File: config.mk
export PLATFORM = sky130hd
export DESIGN_NAME = cpu_alu
export DESIGN_NICKNAME = d
export VERILOG_FILES = /design/src/cpu_consts.svh /design/src/cpu_pkg.sv /design/src/cpu_alu.sv
export SDC_FILE = /design/constraint.sdc
export NUM_CORES = 1
export LEC_CHECK = 0
export ABC_CLOCK_PERIOD_IN_PS = 6300
export BUFFER_PORTS_ARGS = -buffer_cell sky130_fd_sc_hd__buf_2
export CAP_MARGIN = 20
export CORE_ASPECT_RATIO = 1.25
export CORE_UTILIZATION = 45
export DETAILED_ROUTE_END_ITERATION = 8
export PLACE_DENSITY = 0.74
export RECOVER_POWER = 25
export SLEW_MARGIN = 30
export SYNTH_ARGS = -nofsm -noshare
export SYNTH_HDL_FRONTEND = slang
export SYNTH_SLANG_ARGS = --single-unit
export TNS_END_PERCENT = 10
File: constraint.sdc
create_clock -name vclk -period 6.3
set_clock_uncertainty 0.1 [all_clocks]
set_input_delay 0.945 -clock vclk [all_inputs]
set_output_delay 0.945 -clock vclk [all_outputs]
set_load 0.02 [all_outputs]
File: src/cpu_consts.svh
`ifndef CPU_CONSTS_SVH
`define CPU_CONSTS_SVH

// first fetch address after reset
`define RESET_PC 32'h0000_0000

// data RAM depth in 32-bit words
`define DMEM_WORDS 256

// machine CSR addresses
`define CSR_MTVEC  12'h305
`define CSR_MEPC   12'h341
`define CSR_MCAUSE 12'h342

// environment call from M-mode
`define CAUSE_ECALL 32'd11

`endif

File: src/cpu_pkg.sv
package cpu_pkg;

	// datapath widths
	typedef logic [31:0] word_t;
	typedef logic [4:0]  reg_addr_t;
	typedef logic [11:0] csr_addr_t;

	typedef enum logic [3:0] {
		alu_add,
		alu_sub,
		alu_and,
		alu_or,
		alu_xor,
		alu_sll,
		alu_srl,
		alu_sra,
		alu_slt,
		alu_sltu,
		alu_pass_b
	} alu_op_e;

	typedef enum logic [2:0] {
		imm_i,
		imm_s,
		imm_b,
		imm_u,
		imm_j
	} imm_type_e;

	// register write-back source
	typedef enum logic [2:0] {
		wb_alu,
		wb_pc_plus4,
		wb_load,
		wb_csr
	} wb_sel_e;

	typedef enum logic [1:0] {
		csr_none,
		csr_write,
		csr_set,
		csr_trap
	} csr_op_e;

	// next-pc kind, one per control transfer
	typedef enum logic [3:0] {
		flow_seq,
		flow_jal,
		flow_jalr,
		flow_beq,
		flow_bne,
		flow_blt,
		flow_bge,
		flow_bltu,
		flow_bgeu,
		flow_trap,
		flow_ret
	} flow_e;

	typedef enum logic [1:0] {
		mem_byte,
		mem_half,
		mem_word
	} mem_size_e;

endpackage

File: src/cpu_alu.sv
`timescale 1ns/1ps

module cpu_alu (
	input  cpu_pkg::word_t   a,
	input  cpu_pkg::word_t   b,
	input  cpu_pkg::alu_op_e op,
	output cpu_pkg::word_t   result,
	output logic             zero
);
	import cpu_pkg::*;

	logic [4:0] shamt;

	assign shamt = b[4:0];

	always_comb begin
		case (op)
			alu_sub:    result = a - b;
			alu_and:    result = a & b;
			alu_or:     result = a | b;
			alu_xor:    result = a ^ b;
			alu_sll:    result = a << shamt;
			alu_srl:    result = a >> shamt;
			alu_sra:    result = $signed(a) >>> shamt;
			alu_slt:    result = {31'b0, $signed(a) < $signed(b)};
			alu_sltu:   result = {31'b0, a < b};
			// lui goes straight through
			alu_pass_b: result = b;
			default:    result = a + b;
		endcase
	end

	assign zero = (result == 32'd0);

endmodule

Yosys cells after proc, flatten, opt, wreduce, memory -nomap -nowiden --
Cells that the tools add are included.
Operators by class: add/sub/neg operators 2, $lt $le $gt $ge 2, eq/ne operators 10, shift-type cells 3, multiplexer cells 1, bitwise gates (word level) 3, reductions and logical operators 1
Operators with widths (count):
- $pmux W32 S10 | 1
- $lt A32 B32 Y1 | 2
- $add A32 B32 Y32 | 1
- $and A32 B32 Y32 | 1
- $logic_not A32 Y1 | 1
- $or A32 B32 Y32 | 1
- $shl A32 B5 Y32 | 1
- $shr A32 B5 Y32 | 1
- $sshr A32 B5 Y32 | 1
- $sub A32 B32 Y32 | 1
- $xor A32 B32 Y32 | 1
- $eq A4 B3 Y1 const B | 4
- $eq A4 B4 Y1 const B | 3
- $eq A4 B2 Y1 const B | 2
- $eq A4 B1 Y1 const B | 1
Word-level totals: flip-flop bits (word level) 0, input bits 68, output and inout bits 33

Longest topological paths before layout --
depth in word-level cells 3, depth in mapped cells 17, gate-level depth less buffers 14

Worst setup path before layout --
OpenSTA, ideal clock, no wires.
path kind input to output, start point input port b[3], end point output port zero, arrival 5037 ps, data required time 5255 ps, setup slack 218 ps, stages 17, buffers on the path 4, cells stage by stage clkbuf_1 > clkinv_1 > clkbuf_1 > buf_1 > ha_1 > buf_4 > nor2_1 > a221oi_1 > a21oi_1 > o41ai_1 > a21oi_1 > o31ai_2 > o21ai_0 > mux2i_1 > a32oi_1 > or4_1 > nor2_1
On the way: longest elaborated chain between the ends 3, elaborated cells on any way between the ends 12, those cells by class 2 x add/sub; 2 x order compare; 3 x shift; 1 x mux; 3 x bitwise; 1 x reduce/logical
Ends and longest elaborated chain:
- start: declaration | RTL line cpu_alu.sv:5 | input cpu_pkg::word_t b,
- $add A32 B32 Y32, or another cell as far along | RTL line cpu_alu.sv:29 | default: result = a + b;
- $pmux W32 S10 (*) | RTL line cpu_alu.sv:17 | case (op)
- named net result[27] | RTL line cpu_alu.sv:7 | output cpu_pkg::word_t result,
- $logic_not A32 Y1 (*) | RTL line cpu_alu.sv:33 | assign zero = (result == 32'd0);
- end: declaration | RTL line cpu_alu.sv:8 | output logic zero
The timed path passes the listed nets; every way through them passes the cells marked *.

Worst setup path after layout --
start point input port op[2], end point output port zero
On the way: longest elaborated chain between the ends 3, elaborated cells on any way between the ends 12, those cells by class 10 x eq/ne; 1 x mux; 1 x reduce/logical
Ends and longest elaborated chain:
- start: declaration | RTL line cpu_alu.sv:6 | input cpu_pkg::alu_op_e op,
- $eq A4 B4 Y1, or another cell as far along | RTL line cpu_alu.sv:17
- $pmux W32 S10 (*) | RTL line cpu_alu.sv:17
- $logic_not A32 Y1 (*) | RTL line cpu_alu.sv:33
Every way passes the cells marked *; elsewhere a longest branch is shown, timed or not.

==> run summary <==
setup ws final - 0.0723 ns
largest family of logic cells by synthesized area - compound AO/OA/AOI/OAI gates
XOR/XNOR Fraction of Synth Area - 1.53%
global-route wire length before repair - 73,100 um
count leader, synth - nand2_1
Ys Warns - 0
Syn Nets - 1,564
worst slew pin tran - 1.60 ns
worst setup path class - input port to output pin
Final Hold Viols - 0
Mapped Area - 0.00971 mm^2
DRC violations left - 0
Yosys cell types - 85
Pleak - 4.55 nW
Detail Placement HPWL - 38,600 um
area grow syn2layout - 9.96%
RSZ-0062 raised after global routing - no
post-synthesis adder-cell area fraction - 12.9%
crit share post-route - 98.9%
post-synthesis mux area share - 17.0%
setup violators final - 0
Synth Area in Compound Gates - 36.9%
Final Util - 50.9%
share of layout cells above drive strength 1 - 19.2%
cell taking the most area after synthesis - ha_1
HP Class - input port to output pin
Die ar. - 0.0222 mm^2
Fillers - 2,224
Max-Cap Viols - 1
failing checks - max-capacitance violations, max-slew violations
Total Neg Setup Slack - 0 ns
drt initial violations - 1,799
port bufs - 101
most area-consuming cells after synthesis - ha_1 13%, mux4_2 9.0%, a21oi_1 5.5%
drt wl/cell - 28.4 um
post-synth top area share - 12.5%
clock buffer count - 0
DR pass1 iterations - 6
CP arrival - 5.18 ns
critical-path maximum fanout - 25
seq_cells - 0
gr usage total - 42.8%
largest net degree at the start of global routing - 74
Fmax - 161 MHz
Slew Viols, Final - 11
Post-Syn Instances - 1,397
Pwr Density - 103 mW/mm^2
worst hold margin - 2.38 ns
chip width - 133 um
Via density - 7.32
status - finished, violations left
part of the Yosys area used for sequential elements - 0%
simple-gate portion of the synthesized area - 22.2%
initial antenna violation count - 0
I/O pins - 101
Core Area - 0.0210 mm^2
Sequential Area - 0 um^2
minimum clock period - 6.23 ns
drt total wl - 49,100 um
Post-synth top cells - 132 x nand2_1, 118 x nor2_1, 107 x a21oi_1
Placer Congestion - 1.12
critical path startpoint category - input port
CP endpoint kind - output pin
CP required - 5.25 ns
initial core utilization - 46.3%
VDD IR max - 62.1 uV
Relative slew margins - -8.13%
Placement Rows - 59
via count - 12,600
Overall Power - 1.10 mW
DRT antenna net count - 0
Nets - 1,620
Syn Area/Cell - 6.95 um^2
grt total ovfl - 0
Die Ht - 166 um
Place WS - 0.0977 ns
# diodes - 0
vias in the first global route - 11,600
==> cell usage in the layout (no fill, tap or decap), drive strengths merged, types with 10 or more instances in the layout <==
cell type / count
a21o: 19
a221oi: 24
nor3: 33
buf: 168
nor4: 13
nor2: 118
o2111ai: 11
mux2i: 43
mux4: 39
o21bai: 13
a221o: 10
ha: 97
nand2: 132
a2111oi: 13
o31ai: 12
o22ai: 24
xnor2: 10
inv: 98
nand3: 36
a31oi: 18
mux2: 30
o211ai: 34
a211oi: 30
a22oi: 19
and2: 11
nor2b: 20
o21ai: 77
nand2b: 10
nand4: 19
a21oi: 107
and3: 11
==> final timing paths <==
check | endpoint | startpoint | cells past startpoint
max | zero | op[2] | 15
min | result[31] | b[31] | 4
==> metal layers <==
layer / routed length, um / up-vias / share of wire, % / global-route usage (%)
li1: - / 5451 / - / -
met5: 0 / - / 0 / 0
met4: 3120 / 0 / 6.3 / 21.7
met3: 5030 / 181 / 10 / 5.46
met1: 19500 / 6137 / 40 / 58.1
met2: 21500 / 858 / 44 / 65.9
==> stage by stage <==
step | area, um^2 | std cells
2_1_floorplan | 9710 | 1397
3_3_place_gp | 10600 | 1724
3_5_place_dp | 10600 | 1724
4_1_cts | 10600 | 1724
5_1_grt | 10700 | 1725
6_report | 10700 | 1725
==> critical path: stages <==
cell and delay, ns:
buf_2 0.44, nor4bb_2 1.41, nand2_1 0.19, buf_4 0.25, nor2_1 0.31, a211oi_1 0.15
o311ai_0 0.42, buf_4 0.19, nor4_2 0.03, nand4b_1 0.25, nor4_4 0.09, buf_4 0.14
nand4b_1 0.13, nor2_1 0.08, buf_2 0.16
==> report_power, final <==
part / leakage (nW) / internal (mW) / total [mW] / switching, mW
clock network: 0 / 0 / 0 / 0
registers: 0 / 0 / 0 / 0
logic: 4.55 / 0.383 / 1.10 / 0.714
==> cell families (layout without fill, tap and decap cells) <==
kind of cell,after synthesis,in the layout
compound gates,509,509
simple gates,445,445
buf+inv,215,269
mux,112,112
fa+ha+maj,99,99
xor+xnor,17,17
==> area by class of cell <==
type / count / area (um^2) / area share [%]
multi-input cells: 1182 / 8890 / 83.3
well taps: 274 / 343 / 3.21
inverters: 99 / 372 / 3.48
repair buffers: 170 / 1070 / 10.0
==> what timing repair did <==
item | in CTS | in global routing
endpoints found under the setup margin | 0 | 1
hold buffers | 0 | 0
setup buffers | 0 | 1
gates resized for setup | 0 | 7
(Power assumes the default switching activity.)
