$ cat src/cpu_consts.svh
`ifndef CPU_CONSTS_SVH
`define CPU_CONSTS_SVH

// first fetch address after reset
`define RESET_PC 32'h0000_0000

// data RAM depth in 32-bit words
`define DMEM_WORDS 256

// machine CSR addresses
`define CSR_MTVEC  12'h305
`define CSR_MEPC   12'h341
`define CSR_MCAUSE 12'h342

// environment call from M-mode
`define CAUSE_ECALL 32'd11

`endif

$ cat src/cpu_pkg.sv
package cpu_pkg;

	// datapath widths
	typedef logic [31:0] word_t;
	typedef logic [4:0]  reg_addr_t;
	typedef logic [11:0] csr_addr_t;

	typedef enum logic [3:0] {
		alu_add,
		alu_sub,
		alu_and,
		alu_or,
		alu_xor,
		alu_sll,
		alu_srl,
		alu_sra,
		alu_slt,
		alu_sltu,
		alu_pass_b
	} alu_op_e;

	typedef enum logic [2:0] {
		imm_i,
		imm_s,
		imm_b,
		imm_u,
		imm_j
	} imm_type_e;

	// register write-back source
	typedef enum logic [2:0] {
		wb_alu,
		wb_pc_plus4,
		wb_load,
		wb_csr
	} wb_sel_e;

	typedef enum logic [1:0] {
		csr_none,
		csr_write,
		csr_set,
		csr_trap
	} csr_op_e;

	// next-pc kind, one per control transfer
	typedef enum logic [3:0] {
		flow_seq,
		flow_jal,
		flow_jalr,
		flow_beq,
		flow_bne,
		flow_blt,
		flow_bge,
		flow_bltu,
		flow_bgeu,
		flow_trap,
		flow_ret
	} flow_e;

	typedef enum logic [1:0] {
		mem_byte,
		mem_half,
		mem_word
	} mem_size_e;

endpackage

$ cat src/cpu_csr.sv
`timescale 1ns/1ps
`include "cpu_consts.svh"

module cpu_csr (
	input                     clk,
	input                     reset,
	input  cpu_pkg::csr_op_e  csr_op,
	input  cpu_pkg::csr_addr_t addr,
	input  cpu_pkg::word_t    wsrc,
	input  cpu_pkg::word_t    pc,
	output cpu_pkg::word_t    rdata,
	output cpu_pkg::word_t    mtvec,
	output cpu_pkg::word_t    mepc
);
	import cpu_pkg::*;

	word_t mcause;
	word_t wval;

	// old value, also the value returned to rd
	always_comb begin
		case (addr)
			`CSR_MTVEC:  rdata = mtvec;
			`CSR_MEPC:   rdata = mepc;
			`CSR_MCAUSE: rdata = mcause;
			default:     rdata = '0;
		endcase
	end

	assign wval = (csr_op == csr_set) ? (rdata | wsrc) : wsrc;

	always_ff @(posedge clk) begin
		if (reset) begin
			mtvec  <= '0;
			mepc   <= '0;
			mcause <= '0;
		end else if (csr_op == csr_trap) begin
			mepc   <= pc;
			mcause <= `CAUSE_ECALL;
		end else if (csr_op == csr_write || csr_op == csr_set) begin
			case (addr)
				`CSR_MTVEC:  mtvec  <= wval;
				`CSR_MEPC:   mepc   <= wval;
				`CSR_MCAUSE: mcause <= wval;
				default:     mcause <= mcause;
			endcase
		end
	end

endmodule

$ cat config.mk
export PLATFORM = sky130hd
export DESIGN_NAME = cpu_csr
export DESIGN_NICKNAME = d
export VERILOG_FILES = /design/src/cpu_pkg.sv /design/src/cpu_csr.sv
export VERILOG_INCLUDE_DIRS = /design/src
export SDC_FILE = /design/constraint.sdc
export NUM_CORES = 1
export LEC_CHECK = 0
export BUFFER_PORTS_ARGS = -buffer_cell sky130_fd_sc_hd__clkbuf_2
export CORE_MARGIN = 2
export CORE_UTILIZATION = 39
export CTS_CLUSTER_SIZE = 12
export DETAILED_ROUTE_END_ITERATION = 8
export GPL_TIMING_DRIVEN = 0
export PLACE_DENSITY = 0.7
export SYNTH_ARGS = -nofsm -noshare
export SYNTH_HDL_FRONTEND = slang
export SYNTH_SLANG_ARGS = --single-unit
$ cat constraint.sdc
create_clock -name clk -period 3.44 [get_ports clk]
set_input_delay 0.516 -clock clk [delete_from_list [all_inputs] [get_ports clk]]
set_output_delay 0.516 -clock clk [all_outputs]
set_load 0.005 [all_outputs]
* Word level (Yosys, flattened, before mapping) *
Cells that the tools add are included.

storage, ports and cells
  register bits = 96
  logic and storage cells = 29
  bits of input ports = 80
  output and inout port bits = 96

operators by class
  reductions and logical operators = 9
  bitwise gates (word level) = 2
  muxes and demuxes = 8
  eq/ne operators = 6

operators with widths
  operator                count
  $mux W32                4
  $pmux W32 S3            1
  $eq A12 B10 Y1 const B  3
  $or A32 B32 Y32         1
  $mux W4                 3
  $reduce_and A2 Y1       3
  $reduce_bool A2 Y1      3
  $eq A2 B2 Y1 const B    2
  $reduce_and A3 Y1       1
  $eq A2 B1 Y1 const B    1
  $reduce_or A2 Y1        1
  $logic_or A1 B1 Y1      1
  $not A1 Y1              1

* Depth between registers and ports, before layout *
  depth after elaboration = 7
  gate-level depth with buffers = 9
  depth with buffers taken out = 6

* Worst setup path before layout *
No wires, ideal clock.

  path kind = input to output
  start = input port addr[6]
  end = output port rdata[0]
  arrival = 1.712 ns
  slack = 1.212 ns
  buffers on the path = 4
  stages on the path = 8
  required time = 2.924 ns
  cell sequence = nor2b_1 -> buf_2 -> and4b_1 -> buf_2 -> buf_2 -> buf_2 -> a22oi_1 -> nor2_1

on the way
  longest elaborated chain between the ends = 2
  elaborated cells between the ends (all ways) = 4
  classes of those cells = eq/ne (3); mux (1)

RTL lines
  what             line           RTL
  start, declared  cpu_csr.sv:8   input cpu_pkg::csr_addr_t addr,
  $eq A12 B10 Y1   cpu_csr.sv:22  case (addr)
  $pmux W32 S3 *   cpu_csr.sv:22
  end, declared    cpu_csr.sv:11  output cpu_pkg::word_t rdata,

Every way passes the cells marked *; elsewhere a longest branch is shown, timed or not.

* Worst setup path in the final report *
  start = input port addr[6]
  end = output port rdata[4]

Same word-level chain as after synthesis.

==> PnR_summary.wiki <==
{| class="wikitable"
! Metric !! Value
|-
| Number of synthesized register bits || 96
|-
| Proportion of power drawn by flip-flops and latches || 48.2%
|-
| Clk Tree Root Cell || clkbuf_16
|-
| Portion of the clock cycle consumed by the worst path in the final layout || 90.5%
|-
| Placeable core region || ~12000 sq um
|-
| Starting density of the core || approximately 40%
|-
| Leakage power figure || 2.39 nW
|-
| Drt initial violations || approximately 500
|-
| Gates resized, CTS repair || 0
|-
| Total nets after synthesis || 601
|-
| Number of warnings reported in the yosys synthesis log || 0
|-
| Non-filler cells, final || ~860
|-
| Max FO, Critical Path || 10
|-
| Type of the worst setup path || input pin to output pin
|-
| Growth of design area from synthesis to finish || 28.1%
|-
| Outcome || finished, final reports clean
|-
| Total clock sinks || 96
|-
| Signal arrival time at the worst endpoint || around 2600 ps
|-
| Vias in the first global route || roughly 5100
|-
| Final count of negative-setup-slack endpoints || 0
|-
| Portion of the post-synthesis area used by sequential elements || between 40% and 50%
|-
| Required time at the worst-slack endpoint || a little under 3000 ps
|-
| Tot GR Track Use || 27.0%
|-
| Final weighted congestion of routability-driven global placement || approximately 0.9
|-
| Max Buffers Root-to-Sink || 2
|-
| IR drop worst, VDD || about 250 uV
|-
| Die Span Y || 115 um
|-
| Antenna violations before repair || 0
|-
| Core Rows || 40
|-
| # Post-CTS Setup Buffers || 0
|-
| Clock Latency Late Sink || 340 ps
|-
| Antenna diode instance count || 0
|-
| Instance area after placement || between 5000 and 6000 sq um
|-
| Inserted Clock Buffers || 9
|-
| Part of the power in the clock network || between 40% and 50%
|-
| Number of vias per cell || 6.11
|-
| Post-CTS clock slew at the launch and capture registers of the worst setup and hold paths || 80 ps
|-
| Routed wire length || about 18 mm
|-
| Switching power summed over all nets || roughly 0.00066 W
|-
| Final total negative setup slack || 0 ps
|-
| Reg2Reg Depth || 3
|-
| Aggregate global routing overflow || 0
|-
| Kind of start point of the critical path || input pin
|-
| Time the final worst path needs with I/O delays and setup || 3110 ps
|-
| Worst Setup Slack post-DPL || slightly below 400 ps
|-
| Number of placed cells counting well taps || between 800 and 900
|-
| Clock tree from TritonCTS || built
|-
| Transition time at the pin with the least slew margin || around 780 ps
|-
| Residual antenna-violating net count after detailed routing || 0
|-
| Die X-Extent || ~110 um
|-
| Total power density per cell area || between 300 and 400 nW/um^2
|-
| Worst hold path stage count || 3
|-
| First-pass GRT wire length || about 28 mm
|-
| Full die area || between 10000 and 15000 sq um
|-
| Cell-internal power || ~0.0018 W
|-
| Unrepaired setup endpoints after global routing || false
|-
| Iteration count of the initial detailed-routing pass || 5
|-
| Post-synthesis instance area || around 4800 sq um
|-
| Number of port buffers || 174
|-
| Final hold viol count || 0
|-
| Headroom to the max-slew limit || 47.7%
|-
| Largest net degree at the start of global routing || 19
|-
| Overall via count from detail_route || between 5000 and 6000
|-
| Top-area cell type share of the netlist area || between 40% and 50%
|-
| Relative contribution of combinational cells to total power || around 11%
|-
| Number of design rule violations left after detail routing || 0
|-
| Max-cap viol count || 0
|-
| End of the worst register-to-register path || mcause[0]
|-
| Mean cell area of the mapped netlist || approximately 9.2 sq um
|-
| Number of distinct library cells after synthesis || 33
|-
| Crit path capture type || output pin
|-
| Class of the tightest hold or removal check || input pin to register
|-
| Start point of the critical path || addr[6]
|-
| Hold-fix buffers, CTS || 0
|-
| Share of total power consumed by net switching || 27.4%
|-
| Setup skew after layout || just under 6 ps
|-
| Worst hold path startpoint || wsrc[13]
|-
| Final count of pins violating max slew || 0
|-
| WL/cell || 21.2 um
|-
| Smallest setup slack after layout || roughly 330 ps
|-
| Synth top area cells || dfxtp_1 (40%), a211oi_2 (7.3%), a22o_1 (5.9%)
|-
| Most area-hungry cell type in the Yosys netlist || dfxtp_1
|-
| H-tree level count || 3
|-
| Design Area, Final || about 6100 sq um
|-
| Ratio of cells with drive above 1 in the final layout || between 30% and 40%
|-
| Share of the core filled with cells || approximately 51%
|-
| DPL Wire Length || around 13 mm
|-
| NumNets Final || ~790
|-
| Count of pins on the block boundary || between 150 and 200
|-
| Max Fclk || 321 MHz
|-
| Gate count of the mapped netlist || around 520
|-
| Register-to-register setup slack || 2040 ps
|-
| Worst Hold Path EP || mcause[13]
|-
| Reg-to-reg startpoint || mepc[0]
|}
-- critical path, cell delays in order --
cell and delay [ps]:
clkbuf_2 90, nor2b_1 100, buf_2 240, and4b_1 210
buf_2 250, buf_2 320, buf_2 350, a22oi_1 140
nor2_1 220, clkbuf_2 150
-- worst max-delay path by stage --
stage,cells after the start,endpoint
2_1_floorplan,8,rdata[0]
3_3_place_gp,10,rdata[4]
3_5_place_dp,10,rdata[4]
4_1_cts,10,rdata[4]
5_1_grt,10,rdata[4]
6_report,10,rdata[4]
-- synth_stat cells --
cell type and instances:
a22o_1 32, and4bb_2 1, and2_1 5, inv_1 3, buf_2 21, nor2_1 68, o2bb2ai_1 21, clkbuf_1 27
o22ai_1 3, o221ai_1 32, a31o_2 1, ha_1 3, a21oi_1 41, nor2b_1 3, a221oi_2 1, and3_1 3
a211oi_1 36, buf_6 3, buf_4 5, and2_0 1, a22oi_1 24, a221oi_1 9, a211oi_2 28, nand2b_1 34
dfxtp_1 96, nand2_1 3, and4b_1 1, a21boi_2 1, nand4_1 1, o21ai_0 8, nor4b_4 1, nor3_1 1
nand3b_1 1
-- metrics by stage --
| step | power (W) | hold slack [ps] |
|---|---|---|
| CTS | 0.00241 | 449 |
| global route | 0.00249 | 465 |
| finish | 0.00241 | 453 |
| floorplan | 0.00132 | 433 |
| global placement | 0.00145 | 445 |
| detailed placement | 0.00145 | 448 |
-- layout by cell type, fill, tap and decap left out, types with 5 or more instances in the layout --
cell type | synthesis | routed
and2_1 | 5 | 5
o2bb2ai_1 | 21 | 21
a22oi_1 | 24 | 24
buf_4 | 5 | 5
a21oi_1 | 41 | 41
clkbuf_2 | 0 | 174
o221ai_1 | 32 | 32
a221oi_1 | 9 | 9
nand2b_1 | 34 | 34
a211oi_2 | 28 | 28
a22o_1 | 32 | 32
dfxtp_1 | 96 | 96
a211oi_1 | 36 | 36
o21ai_0 | 8 | 8
nor2_1 | 68 | 68
clkbuf_1 | 27 | 27
buf_2 | 21 | 21
clkbuf_16 | 0 | 9
-- state kept, by name, summed over array words and instances, names as in the netlist --
register / count
mepc: 32
mtvec: 32
mcause: 32
-- kinds of logic (layout without fill, tap and decap cells) --
logic type	count (synthesis)	count (layout)	synth area share (%)
and+or+nand+nor	123	123	12.9
adders and majority gates	3	3	0.784
buffers and inverters	59	249	6.03
DFF	96	96	40.1
AOI/OAI and AO/OA	237	237	40.1
-- area by class of cell --
type	instances	area, sq um
buffer	56	278
clock buffer	9	225
clock inverter	7	65.1
fill	1175	5880
inverter	3	11.3
multi-input combinational	363	2580
sequential	96	1920
tap	147	184
timing repair buffer	174	871
-- power groups by stage --
stage                     registers, W  clock network [W]  logic (W)
final                          0.00116           0.000979   0.000269
after global routing           0.00117            0.00103   0.000292
after CTS                      0.00116           0.000980   0.000267
after detailed placement       0.00119                  0   0.000266
after global placement         0.00119                  0   0.000260
after floorplan                0.00118                  0   0.000140
-- per-layer routing --
metal	track usage (%)	vias up	wire [um]	part of all wire, %
met5	0	-	0	0
met4	9.80	0	447	2.5
met3	4.90	48	1670	9.2
met2	42.2	313	8170	45
met1	37.4	2484	7840	43
li1	-	2375	-	-
(Power assumes the default switching activity.)
