`config.mk`:
```
export PLATFORM = sky130hd
export DESIGN_NAME = cpu_pc_unit
export DESIGN_NICKNAME = d
export VERILOG_FILES = /design/src/cpu_pkg.sv /design/src/cpu_pc_unit.sv
export VERILOG_INCLUDE_DIRS = /design/src
export SDC_FILE = /design/constraint.sdc
export NUM_CORES = 1
export LEC_CHECK = 0
export BUFFER_PORTS_ARGS = -buffer_cell sky130_fd_sc_hd__buf_2
export CORE_ASPECT_RATIO = 0.75
export CORE_MARGIN = 10
export CORE_UTILIZATION = 45
export DETAILED_ROUTE_END_ITERATION = 10
export PLACE_DENSITY = 0.8
export SYNTH_ARGS = -nofsm -noshare
export SYNTH_HDL_FRONTEND = slang
export SYNTH_SLANG_ARGS = --single-unit
```
`constraint.sdc`:
```
create_clock -name clk -period 2.9 [get_ports clk]
set_clock_uncertainty 0.2 [all_clocks]
set_input_delay 0.29 -clock clk [delete_from_list [all_inputs] [get_ports clk]]
set_output_delay 0.29 -clock clk [all_outputs]
set_load 0.1 [all_outputs]
```
`src/cpu_consts.svh`:
```
`ifndef CPU_CONSTS_SVH
`define CPU_CONSTS_SVH

// first fetch address after reset
`define RESET_PC 32'h0000_0000

// data RAM depth in 32-bit words
`define DMEM_WORDS 256

// machine CSR addresses
`define CSR_MTVEC  12'h305
`define CSR_MEPC   12'h341
`define CSR_MCAUSE 12'h342

// environment call from M-mode
`define CAUSE_ECALL 32'd11

`endif

```
`src/cpu_pkg.sv`:
```
package cpu_pkg;

	// datapath widths
	typedef logic [31:0] word_t;
	typedef logic [4:0]  reg_addr_t;
	typedef logic [11:0] csr_addr_t;

	typedef enum logic [3:0] {
		alu_add,
		alu_sub,
		alu_and,
		alu_or,
		alu_xor,
		alu_sll,
		alu_srl,
		alu_sra,
		alu_slt,
		alu_sltu,
		alu_pass_b
	} alu_op_e;

	typedef enum logic [2:0] {
		imm_i,
		imm_s,
		imm_b,
		imm_u,
		imm_j
	} imm_type_e;

	// register write-back source
	typedef enum logic [2:0] {
		wb_alu,
		wb_pc_plus4,
		wb_load,
		wb_csr
	} wb_sel_e;

	typedef enum logic [1:0] {
		csr_none,
		csr_write,
		csr_set,
		csr_trap
	} csr_op_e;

	// next-pc kind, one per control transfer
	typedef enum logic [3:0] {
		flow_seq,
		flow_jal,
		flow_jalr,
		flow_beq,
		flow_bne,
		flow_blt,
		flow_bge,
		flow_bltu,
		flow_bgeu,
		flow_trap,
		flow_ret
	} flow_e;

	typedef enum logic [1:0] {
		mem_byte,
		mem_half,
		mem_word
	} mem_size_e;

endpackage

```
`src/cpu_pc_unit.sv`:
```
`timescale 1ns/1ps
`include "cpu_consts.svh"

module cpu_pc_unit (
	input                  clk,
	input                  reset,
	input  cpu_pkg::flow_e flow,
	input  cpu_pkg::word_t imm,
	input  cpu_pkg::word_t rs1_data,
	input  cpu_pkg::word_t mtvec,
	input  cpu_pkg::word_t mepc,
	input  logic           alu_zero,
	input  logic           alu_lsb,
	output cpu_pkg::word_t pc,
	output cpu_pkg::word_t pc_plus4
);
	import cpu_pkg::*;

	word_t next_pc;
	word_t jalr_target;
	logic  taken;

	assign pc_plus4    = pc + 32'd4;
	assign jalr_target = (rs1_data + imm) & ~32'd1;

	// alu_lsb holds the slt/sltu result for the ordered compares
	always_comb begin
		case (flow)
			flow_beq:  taken = alu_zero;
			flow_bne:  taken = ~alu_zero;
			flow_blt:  taken = alu_lsb;
			flow_bge:  taken = ~alu_lsb;
			flow_bltu: taken = alu_lsb;
			flow_bgeu: taken = ~alu_lsb;
			default:   taken = 1'b0;
		endcase
	end

	always_comb begin
		case (flow)
			flow_jal:  next_pc = pc + imm;
			flow_jalr: next_pc = jalr_target;
			flow_trap: next_pc = mtvec;
			flow_ret:  next_pc = mepc;
			default:   next_pc = taken ? pc + imm : pc_plus4;
		endcase
	end

	always_ff @(posedge clk) begin
		if (reset)
			pc <= `RESET_PC;
		else
			pc <= next_pc;
	end

endmodule

```
After elaboration in Yosys (flattened, before gate mapping):

Index checks and enable logic that the tools add are counted.

* $add $sub $neg: 3
* eq/ne operators: 10
* multiplexer cells: 3
* bitwise gates (word level): 2
* reduce and logical (&&, ||, !) cells: 2

Operator list (count)
* case mux 32 bit (4 select lines): 1
* adder 32 bit: 2
* adder 32 x 3 -> 32 bit, second input constant: 1
* two-way mux 32 bit: 1
* equality test 4 x 3 -> 1 bit, second input constant: 4
* equality test 4 bit, second input constant: 3
* equality test 4 x 2 -> 1 bit, second input constant: 2
* equality test 4 x 1 -> 1 bit, second input constant: 1
* case mux 1 bit (4 select lines): 1
* OR reduction 2 bit: 2
* inverter 1 bit: 2

* flip-flop bits (word level): 32
* input port bits: 136
* output and inout port bits: 64
* logic and storage cells: 21

Logic depth before layout (Yosys ltp):

Gate-level depths: netlist of run 1.

* depth in word-level cells: 5
* gate-level depth with buffers: 11
* mapped depth without buffers: 11

Worst setup path after synthesis of run 1:

OpenSTA, ideal clock, no wires.

* path kind: reg2reg
* from: reg pc[7]
* to: reg pc[31]
* library setup time: 76 ps
* data arrival time: 4288 ps
* data required time: 2624 ps
* path slack: -1664 ps
* stages on the path, launching flop included: 8
* path buffers: 0
* period minus slack after synthesis: 4564 ps
* path through: dfxtp_1 -> and4_1 -> nand4_1 -> nor3_1 -> nand3_1 -> xnor2_1 -> a221oi_1 -> a31oi_1

* word-level cells in the longest chain between the ends: 3
* elaborated cells on any way between the ends: 4
* those cells by class: 2 x add/sub; 2 x mux

Ends and longest elaborated chain
* start: declaration: line cpu_pc_unit.sv:14 `output cpu_pkg::word_t pc,`
* start signal: assignment: line cpu_pc_unit.sv:51 `` pc <= `RESET_PC; ``
* start signal: assignment: line cpu_pc_unit.sv:53 `pc <= next_pc;`
* adder 32 x 3 -> 32 bit: line cpu_pc_unit.sv:23 `assign pc_plus4 = pc + 32'd4;`
* via pc_plus4[31]: line cpu_pc_unit.sv:15 `output cpu_pkg::word_t pc_plus4`
* two-way mux 32 bit: line cpu_pc_unit.sv:45 `default: next_pc = taken ? pc + imm : pc_plus4;`
* case mux 32 bit (4 select lines): line cpu_pc_unit.sv:40 `case (flow)`

The timed path passes the listed nets, and every way through them passes these cells.
A chain may end at the register's enable or synchronous reset.

Worst setup path in the final report of run 1:

* from: reg pc[0]
* to: reg pc[28]

* word-level cells in the longest chain between the ends: 3
* elaborated cells on any way between the ends: 4
* those cells by class: 2 x add/sub; 2 x mux

Ends and longest elaborated chain (line)
* adder 32 x 3 -> 32 bit or adder 32 bit (tied branches): cpu_pc_unit.sv:23, cpu_pc_unit.sv:41, cpu_pc_unit.sv:45
* two-way mux 32 bit: cpu_pc_unit.sv:45
* case mux 32 bit (4 select lines) (*): cpu_pc_unit.sv:40

Mark *: on every way between the ends. The rest lies on a longest branch, timed or not.

==> results of run 1 <==
[layer usage]
metal  wire length [um]  track usage (%)  up-vias
met5                 14                0        -
met4                392             5.34        2
met3               3090             9.41       41
met2              10000             38.0      402
met1              10900             36.8     3335
li1                   -                -     3411
[area by class of cell]
cell class              count  area [sq um]
clock buffers               5           125
well taps                 166           208
clock inverters             3          18.8
fillers                  1024          4010
flip-flops and latches     32           723
inverters                  11          41.3
multi-input cells         670          5290
repair buffers            276          1810
[worst register-to-register path, stage by stage (launching register included)]
cell and delay (ps):
dfxtp_4 360, ha_4 150, inv_2 40, fa_2 330, and2b_1 230, o2111ai_2 170, a31o_4 280, o31ai_4 220
a211oi_2 110, or4b_1 500, and4_1 170, o22ai_2 130
[per-stage QoR]
stage / power (mW) / worst slack (ps) / setup TNS, ps / util (%) / instances
floorplan: 2.55 / -236 / -1050 / - / 757
global placement: 3.32 / -86.2 / -220 / 64.9 / 1152
detailed placement: 3.33 / -118 / -382 / 64.9 / 1152
CTS: 3.89 / -62.1 / -62.1 / 66.2 / 1161
global route: 4.15 / -143 / -451 / 67.2 / 1163
finish: 3.96 / -48.0 / -48.0 / 67.2 / 1163
[power by group]
part           internal [mW]  total [mW]  leakage [nW]  switching, mW
Clock                  0.317       0.549        0.0736          0.232
Combinational          0.949        2.78          3.53           1.83
Sequential             0.511       0.637         0.280          0.126
[placed cells by master, fill, tap and decap left out, drive strengths merged, types with 5 or more instances in the layout]
cell type and instances:
and3 12, xnor2 39, or3 6, a222oi 29
a21o 36, and2 10, nand2b 15, clkbuf 5
dfxtp 32, and4 8, nand3 23, o21ai 46
nand2 77, nor2 40, o21a 6, nand4 17
buf 276, nand3b 6, a21oi 69, a21boi 6
a22oi 7, inv 11, xor2 35, nor3 15
mux2i 7, a31oi 22, ha 62, o2111ai 6
a211oi 11, o22ai 6
[logic make-up after synthesis]
logic type | synth area share (%)
buffers and inverters | 3.90
multiplexers | 1.26
flip-flops | 11.5
XOR/XNOR | 11.6
AND/OR/NAND/NOR | 21.7
adder cells (fa/ha/maj) | 14.6
AO/OA/AOI/OAI | 35.4
[final timing paths]
path	startpoint	end	depth (start not counted)
worst max-delay path	pc[0]	pc[28]	11
worst min-delay path	mepc[0]	pc[0]	3
worst max register to register	pc[0]	pc[28]	11
worst min register to register	pc[1]	pc[1]	2
[timing repair]
action,in CTS,in global routing
pin swaps,1,5
endpoints found under the setup margin,5,15
gates resized for setup,4,19
setup buffers,1,2
==> metrics.csv, run 1 <==
stage;metric;value;unit
run_status;status;complete, but fails checks;
run_status;violated checks;setup timing;
grt;largest net degree at the start of global routing;24;
drt;First-pass DRT Iterations;9;
sta;final hold slack;70.2;ps
logic_synthesis;asr flop ratio synth;0;%
worst_setup_path;CP delay by family, top;simple AND/OR/NAND/NOR gates;
cells_and_area;Synth-to-Final Area Change;47.2;%
cts;Worst-Skew Late Latency;290;ps
sta;final hold vios;0;
flow_run;MaxCap Viol Count;0;
die;chip width;149;um
logic_synthesis;top-count cell post-synth;nand2_1;
sta;fmax;0.339;GHz
sta;fin crit period;2950;ps
worst_setup_path;CP max stage delay;500;ps
cells_and_area;nets@finish;1196;
logic_synthesis;Post-Synthesis Cell Area;5580;sq um
pwr;VDD IR max;0.470;mV
sta;RSZ-0062 raised after global routing;true;
die;Die Area;17300;sq um
cells_and_area;Top reg by flops;pc;
cts;TritonCTS buffer count;5;
logic_synthesis;Synth top area share;13.9;%
cts;Sink Count;32;
logic_synthesis;Syn Nets;957;
logic_synthesis;count of cell types in the netlist;68;
logic_synthesis;EDFF count, synth;0;
cts;CTS HTree Levels;2;
cts;CTS tree;built;
cells_and_area;max reg flops;32;
worst_setup_path;R2R Setup Slk;-50;ps
grt;grt ovf;0;
sta;Max-slew headroom;21.8;%
pwr;P_leak;3.89;nW
drt;detail-routed via count per cell;6.18;
sta;Slew @ Worst Pin;1170;ps
cells_and_area;number of diodes;0;
worst_setup_path;CP bufs+invs;1;
die;Starting Density;45.6;%
worst_setup_path;Worst Path Required;2920;ps
grt;first-pass GRT wire length;36.7;mm
cells_and_area;Largest regs;pc: 32 flops;
cells_and_area;share of cells above drive strength 1;38.0;%
placed_design;Post-DP Area;7930;sq um
logic_synthesis;register area share after synthesis;11.5;%
cts;Clock transition at path regs;60;ps
worst_setup_path;critical path class;register to register;
die;num rows;35;
worst_setup_path;slowest cell on the critical path;or4b_1;
logic_synthesis;Yosys reg bits;32;
pwr;Power Density;483;nW/um^2
worst_setup_path;CP cell instances;ha_4, inv_2, fa_2, and2b_1, o2111ai_2, a31o_4, o31ai_4, a211oi_2, or4b_1, and4_1, o22ai_2;
logic_synthesis;Synth area leaders;ha_1 (14%), dfxtp_1 (11%), a21oi_1 (6.2%), xnor2_1 (6.1%), xor2_1 (5.5%);
logic_synthesis;Syn Area/Cell;7.37;sq um
drt;drt drc;0;
cts;CTS Root Cell;clkbuf_16;
die;Die H;116;um
drt;WL per Instance;21.0;um
placed_design;PortBufs;199;
cells_and_area;fin area;8210;sq um
placed_design;Post-DP HPWL;20.4;mm
sta;Setup Viol. Count Final;1;
die;Core Region;12200;sq um
drt;Routed WL;24.4;mm
cts;worst-case clock buffer depth;2;
min_path;Hold Crit Class;input port to register;
worst_setup_path;Startpoint Class;register;
worst_setup_path;WP data arrival;2970;ps
logic_synthesis;leading area contributor after synthesis;ha_1;
sta;final slew viol count;0;
worst_setup_path;Critical Path Fanout Max;3;
grt;all-layer global routing usage;26.4;%
sta;PnR worst setup slack;-48.0;ps
logic_synthesis;Ys Warns;0;
grt;antenna violations before repair;1;
drt;antenna viol nets, final;0;
logic_synthesis;post-synthesis instance total;757;
worst_setup_path;Critical Path Sink Type;register;
logic_synthesis;Main synth FF type;dfxtp_1;
logic_synthesis;Post-synth top cells;nand2_1 (77), a21oi_1 (69), ha_1 (62);
sta;Tcrit/Tclk final;102;%
grt;vias in the first global route;6707;
placed_design;Routability Congestion;0.997;
drt;DRT iter0 DRCs;1110;
die;boundary pin count;200;
drt;Via Count;7191;
cts;CTS hold repair buffers;0;
Power figures use the tool's default switching activity.
==> inputs of run 2 (changes only) <==
PLACE_DENSITY = not set   (was 0.8)
PLACE_DENSITY_LB_ADDON = 0.08   (was not set)
SKIP_CTS_REPAIR_TIMING = 1   (was not set)
==> run 2 against run 1 <==
Net effect:
- the run still ends with setup timing left
- non-clock buffer count increased by 17
- setup slack improved by 39 ps
- final cell count is 1.5% higher
- flip-flop and latch count did not move
- design area increased by 2.5%
- worst hold slack better by 11 ps
- global-route usage grew 1.9 points
==> metrics.csv, run 2 (synthesized netlist as in run 1, its figures left out) <==
stage;metric;value;unit;change
cts;Sink Count;32;;unchanged
cells_and_area;Filler Cell Count;1046;;was 1,024
placed_design;Post-DP HPWL;21.7;mm;was 20.4 mm
drt;drt drc;0;;unchanged
sta;Setup Viol. Count Final;1;;unchanged
die;chip width;149;um;unchanged
drt;detail-routed via count per cell;6.27;;was 6.18
cts;worst-case clock buffer depth;2;;unchanged
drt;WL per Instance;21.9;um;was 21.0 um
grt;antenna violations before repair;1;;unchanged
drt;First-pass DRT Iterations;10;;was 9
drt;Routed WL;25.9;mm;was 24.4 mm
pwr;VDD IR max;0.378;mV;was 0.470 mV
worst_setup_path;R2R Setup Slk;-9;ps;was -50 ps
placed_design;pre-CTS setup slack;-199;ps;was -118 ps
worst_setup_path;CP max stage delay;500;ps;about the same
grt;vias in the first global route;7055;;was 6,707
pwr;Power Density;483;nW/um^2;about the same
cells_and_area;final std cells w/o fill;1180;;was 1,163
grt;first-pass GRT wire length;39.1;mm;was 36.7 mm
sta;fin crit period;2910;ps;was 2950 ps
sta;fmax;0.344;GHz;was 0.339 GHz
worst_setup_path;WP data arrival;2920;ps;was 2970 ps
run_status;status;complete, but fails checks;;unchanged
cts;CTS Root Cell;clkbuf_16;;unchanged
grt;all-layer global routing usage;28.3;%;was 26.4%
flow_run;MaxCap Viol Count;0;;unchanged
sta;Slew @ Worst Pin;843;ps;was 1170 ps
cells_and_area;commonest cells after routing, fill and taps aside;buf_2 (182), buf_4 (92), nand2_1 (77);;was buf_2 (183), nand2_1 (77), buf_4 (77)
cells_and_area;commonest non-fill, non-tap cell in the layout;buf_2;;unchanged
cells_and_area;share of cells above drive strength 1;40.0;%;was 38.0%
grt;grt ovf;0;;unchanged
worst_setup_path;Worst Path Required;2910;ps;was 2920 ps
pwr;Final Total Pwr;4.06;mW;was 3.96 mW
die;Core Region;12200;sq um;unchanged
cells_and_area;Synth-to-Final Area Change;50.9;%;was 47.2%
die;Starting Density;45.6;%;unchanged
drt;antenna viol nets, final;0;;unchanged
sta;PnR worst setup slack;-8.91;ps;was -48.0 ps
grt;largest net degree at the start of global routing;23;;was 24
die;Die Area;17300;sq um;unchanged
worst_setup_path;Critical Path Fanout Max;2;;was 3
worst_setup_path;CP cell instances;ha_4, inv_2, fa_2, and2b_1, o2111ai_2, a31o_2, o31ai_4, a211oi_2, or4b_1, and4_1, o22ai_2;;was ha_4, inv_2, fa_2, and2b_1, o2111ai_2, a31o_4, o31ai_4, a211oi_2, or4b_1, and4_1, o22ai_2
cts;TritonCTS buffer count;5;;unchanged
pwr;P_leak;3.96;nW;was 3.89 nW
drt;DRT iter0 DRCs;815;;was 1,110
placed_design;placed cells;1169;;was 1,152
cells_and_area;Top reg by flops;pc;;unchanged
cells_and_area;number of diodes;0;;unchanged
sta;Max-slew headroom;43.7;%;was 21.8%
worst_setup_path;slowest cell on the critical path;or4b_1;;unchanged
placed_design;Routability Congestion;1.00;;was 0.997
die;Die H;116;um;unchanged
cells_and_area;max reg flops;32;;unchanged
sta;final slew viol count;0;;unchanged
sta;Tcrit/Tclk final;100;%;was 102%
worst_setup_path;CP bufs+invs;1;;unchanged
run_status;violated checks;setup timing;;unchanged
worst_setup_path;critical path class;register to register;;unchanged
die;num rows;35;;unchanged
cts;CTS tree;built;;unchanged
drt;Via Count;7400;;was 7,191
cts;Worst-Skew Late Latency;290;ps;about the same
min_path;Hold Crit Class;input port to register;;unchanged
sta;final hold vios;0;;unchanged
cells_and_area;Largest regs;pc: 32 flops;;unchanged
die;boundary pin count;200;;unchanged
worst_setup_path;Critical Path Sink Type;register;;unchanged
cts;CTS HTree Levels;2;;unchanged
cells_and_area;nets@finish;1213;;was 1,196
worst_setup_path;CP delay by family, top;simple AND/OR/NAND/NOR gates;;unchanged
cts;Clock transition at path regs;60;ps;about the same
worst_setup_path;Startpoint Class;register;;unchanged
sta;RSZ-0062 raised after global routing;true;;unchanged
placed_design;PortBufs;199;;unchanged
## run 2: cell types whose count changed in the layout (fill, tap and decap cells not counted), moves of 2 or more
cell | before | now
a21oi_1 | 68 | 62
a21oi_2 | 1 | 7
buf_12 | 15 | 17
buf_4 | 77 | 92
clkbuf_1 | 0 | 2
clkinv_2 | 2 | 0
nand3_1 | 20 | 17
nand3_2 | 2 | 6
## run 2: path summary, 6_finish.rpt
path,from,endpoint,depth (start not counted)
hold / removal,mepc[6],pc[6],3
setup / recovery,pc[0],pc[28],11
setup reg to reg,pc[0],pc[28],11
hold reg to reg,pc[1],pc[1],2
## run 2: power breakdown
group	switching (mW)	internal [mW]	leakage [nW]	total (mW)
Clock	0.217	0.343	0.0712	0.560
Combinational	1.87	0.982	3.61	2.85
Sequential	0.137	0.511	0.280	0.648
## run 2: final cells by class
type	instances	area (sq um)	area share (%)
Multi-Input combinational cell	670	5330	63.4
Inverter	11	41.3	0.491
Sequential cell	32	723	8.60
Tap cell	166	208	2.47
Timing Repair Buffer	293	1960	23.3
Clock buffer	8	146	1.74
## run 2: routing by layer
metal	vias up	global-route usage (%)	share of wire, %
met5	-	0	0.077
met4	2	4.68	1.1
met3	29	11.1	14
met2	470	40.2	40
met1	3453	39.7	45
li1	3446	-	-
## run 2: worst reg2reg max path: cells and delay by family, from the launching register on
family	cells	cell delay [ps]
compound gates	5	880
fa+ha+maj	2	470
buf+inv	1	30
flops	1	360
simple gates	3	900
## run 2: through the flow
| stage | hold WS, ps | area (sq um) | setup TNS (ps) | utilization, % |
|---|---|---|---|---|
| CTS | 83.8 | 8230 | -135 | 67.4 |
| floorplan | 268 | 6110 | -1050 | - |
| detailed placement | 377 | 8080 | -929 | 66.2 |
| finish | 81.4 | 8410 | -8.91 | 68.9 |
| global placement | 368 | 8080 | -562 | 66.2 |
| global route | 109 | 8410 | -219 | 68.9 |
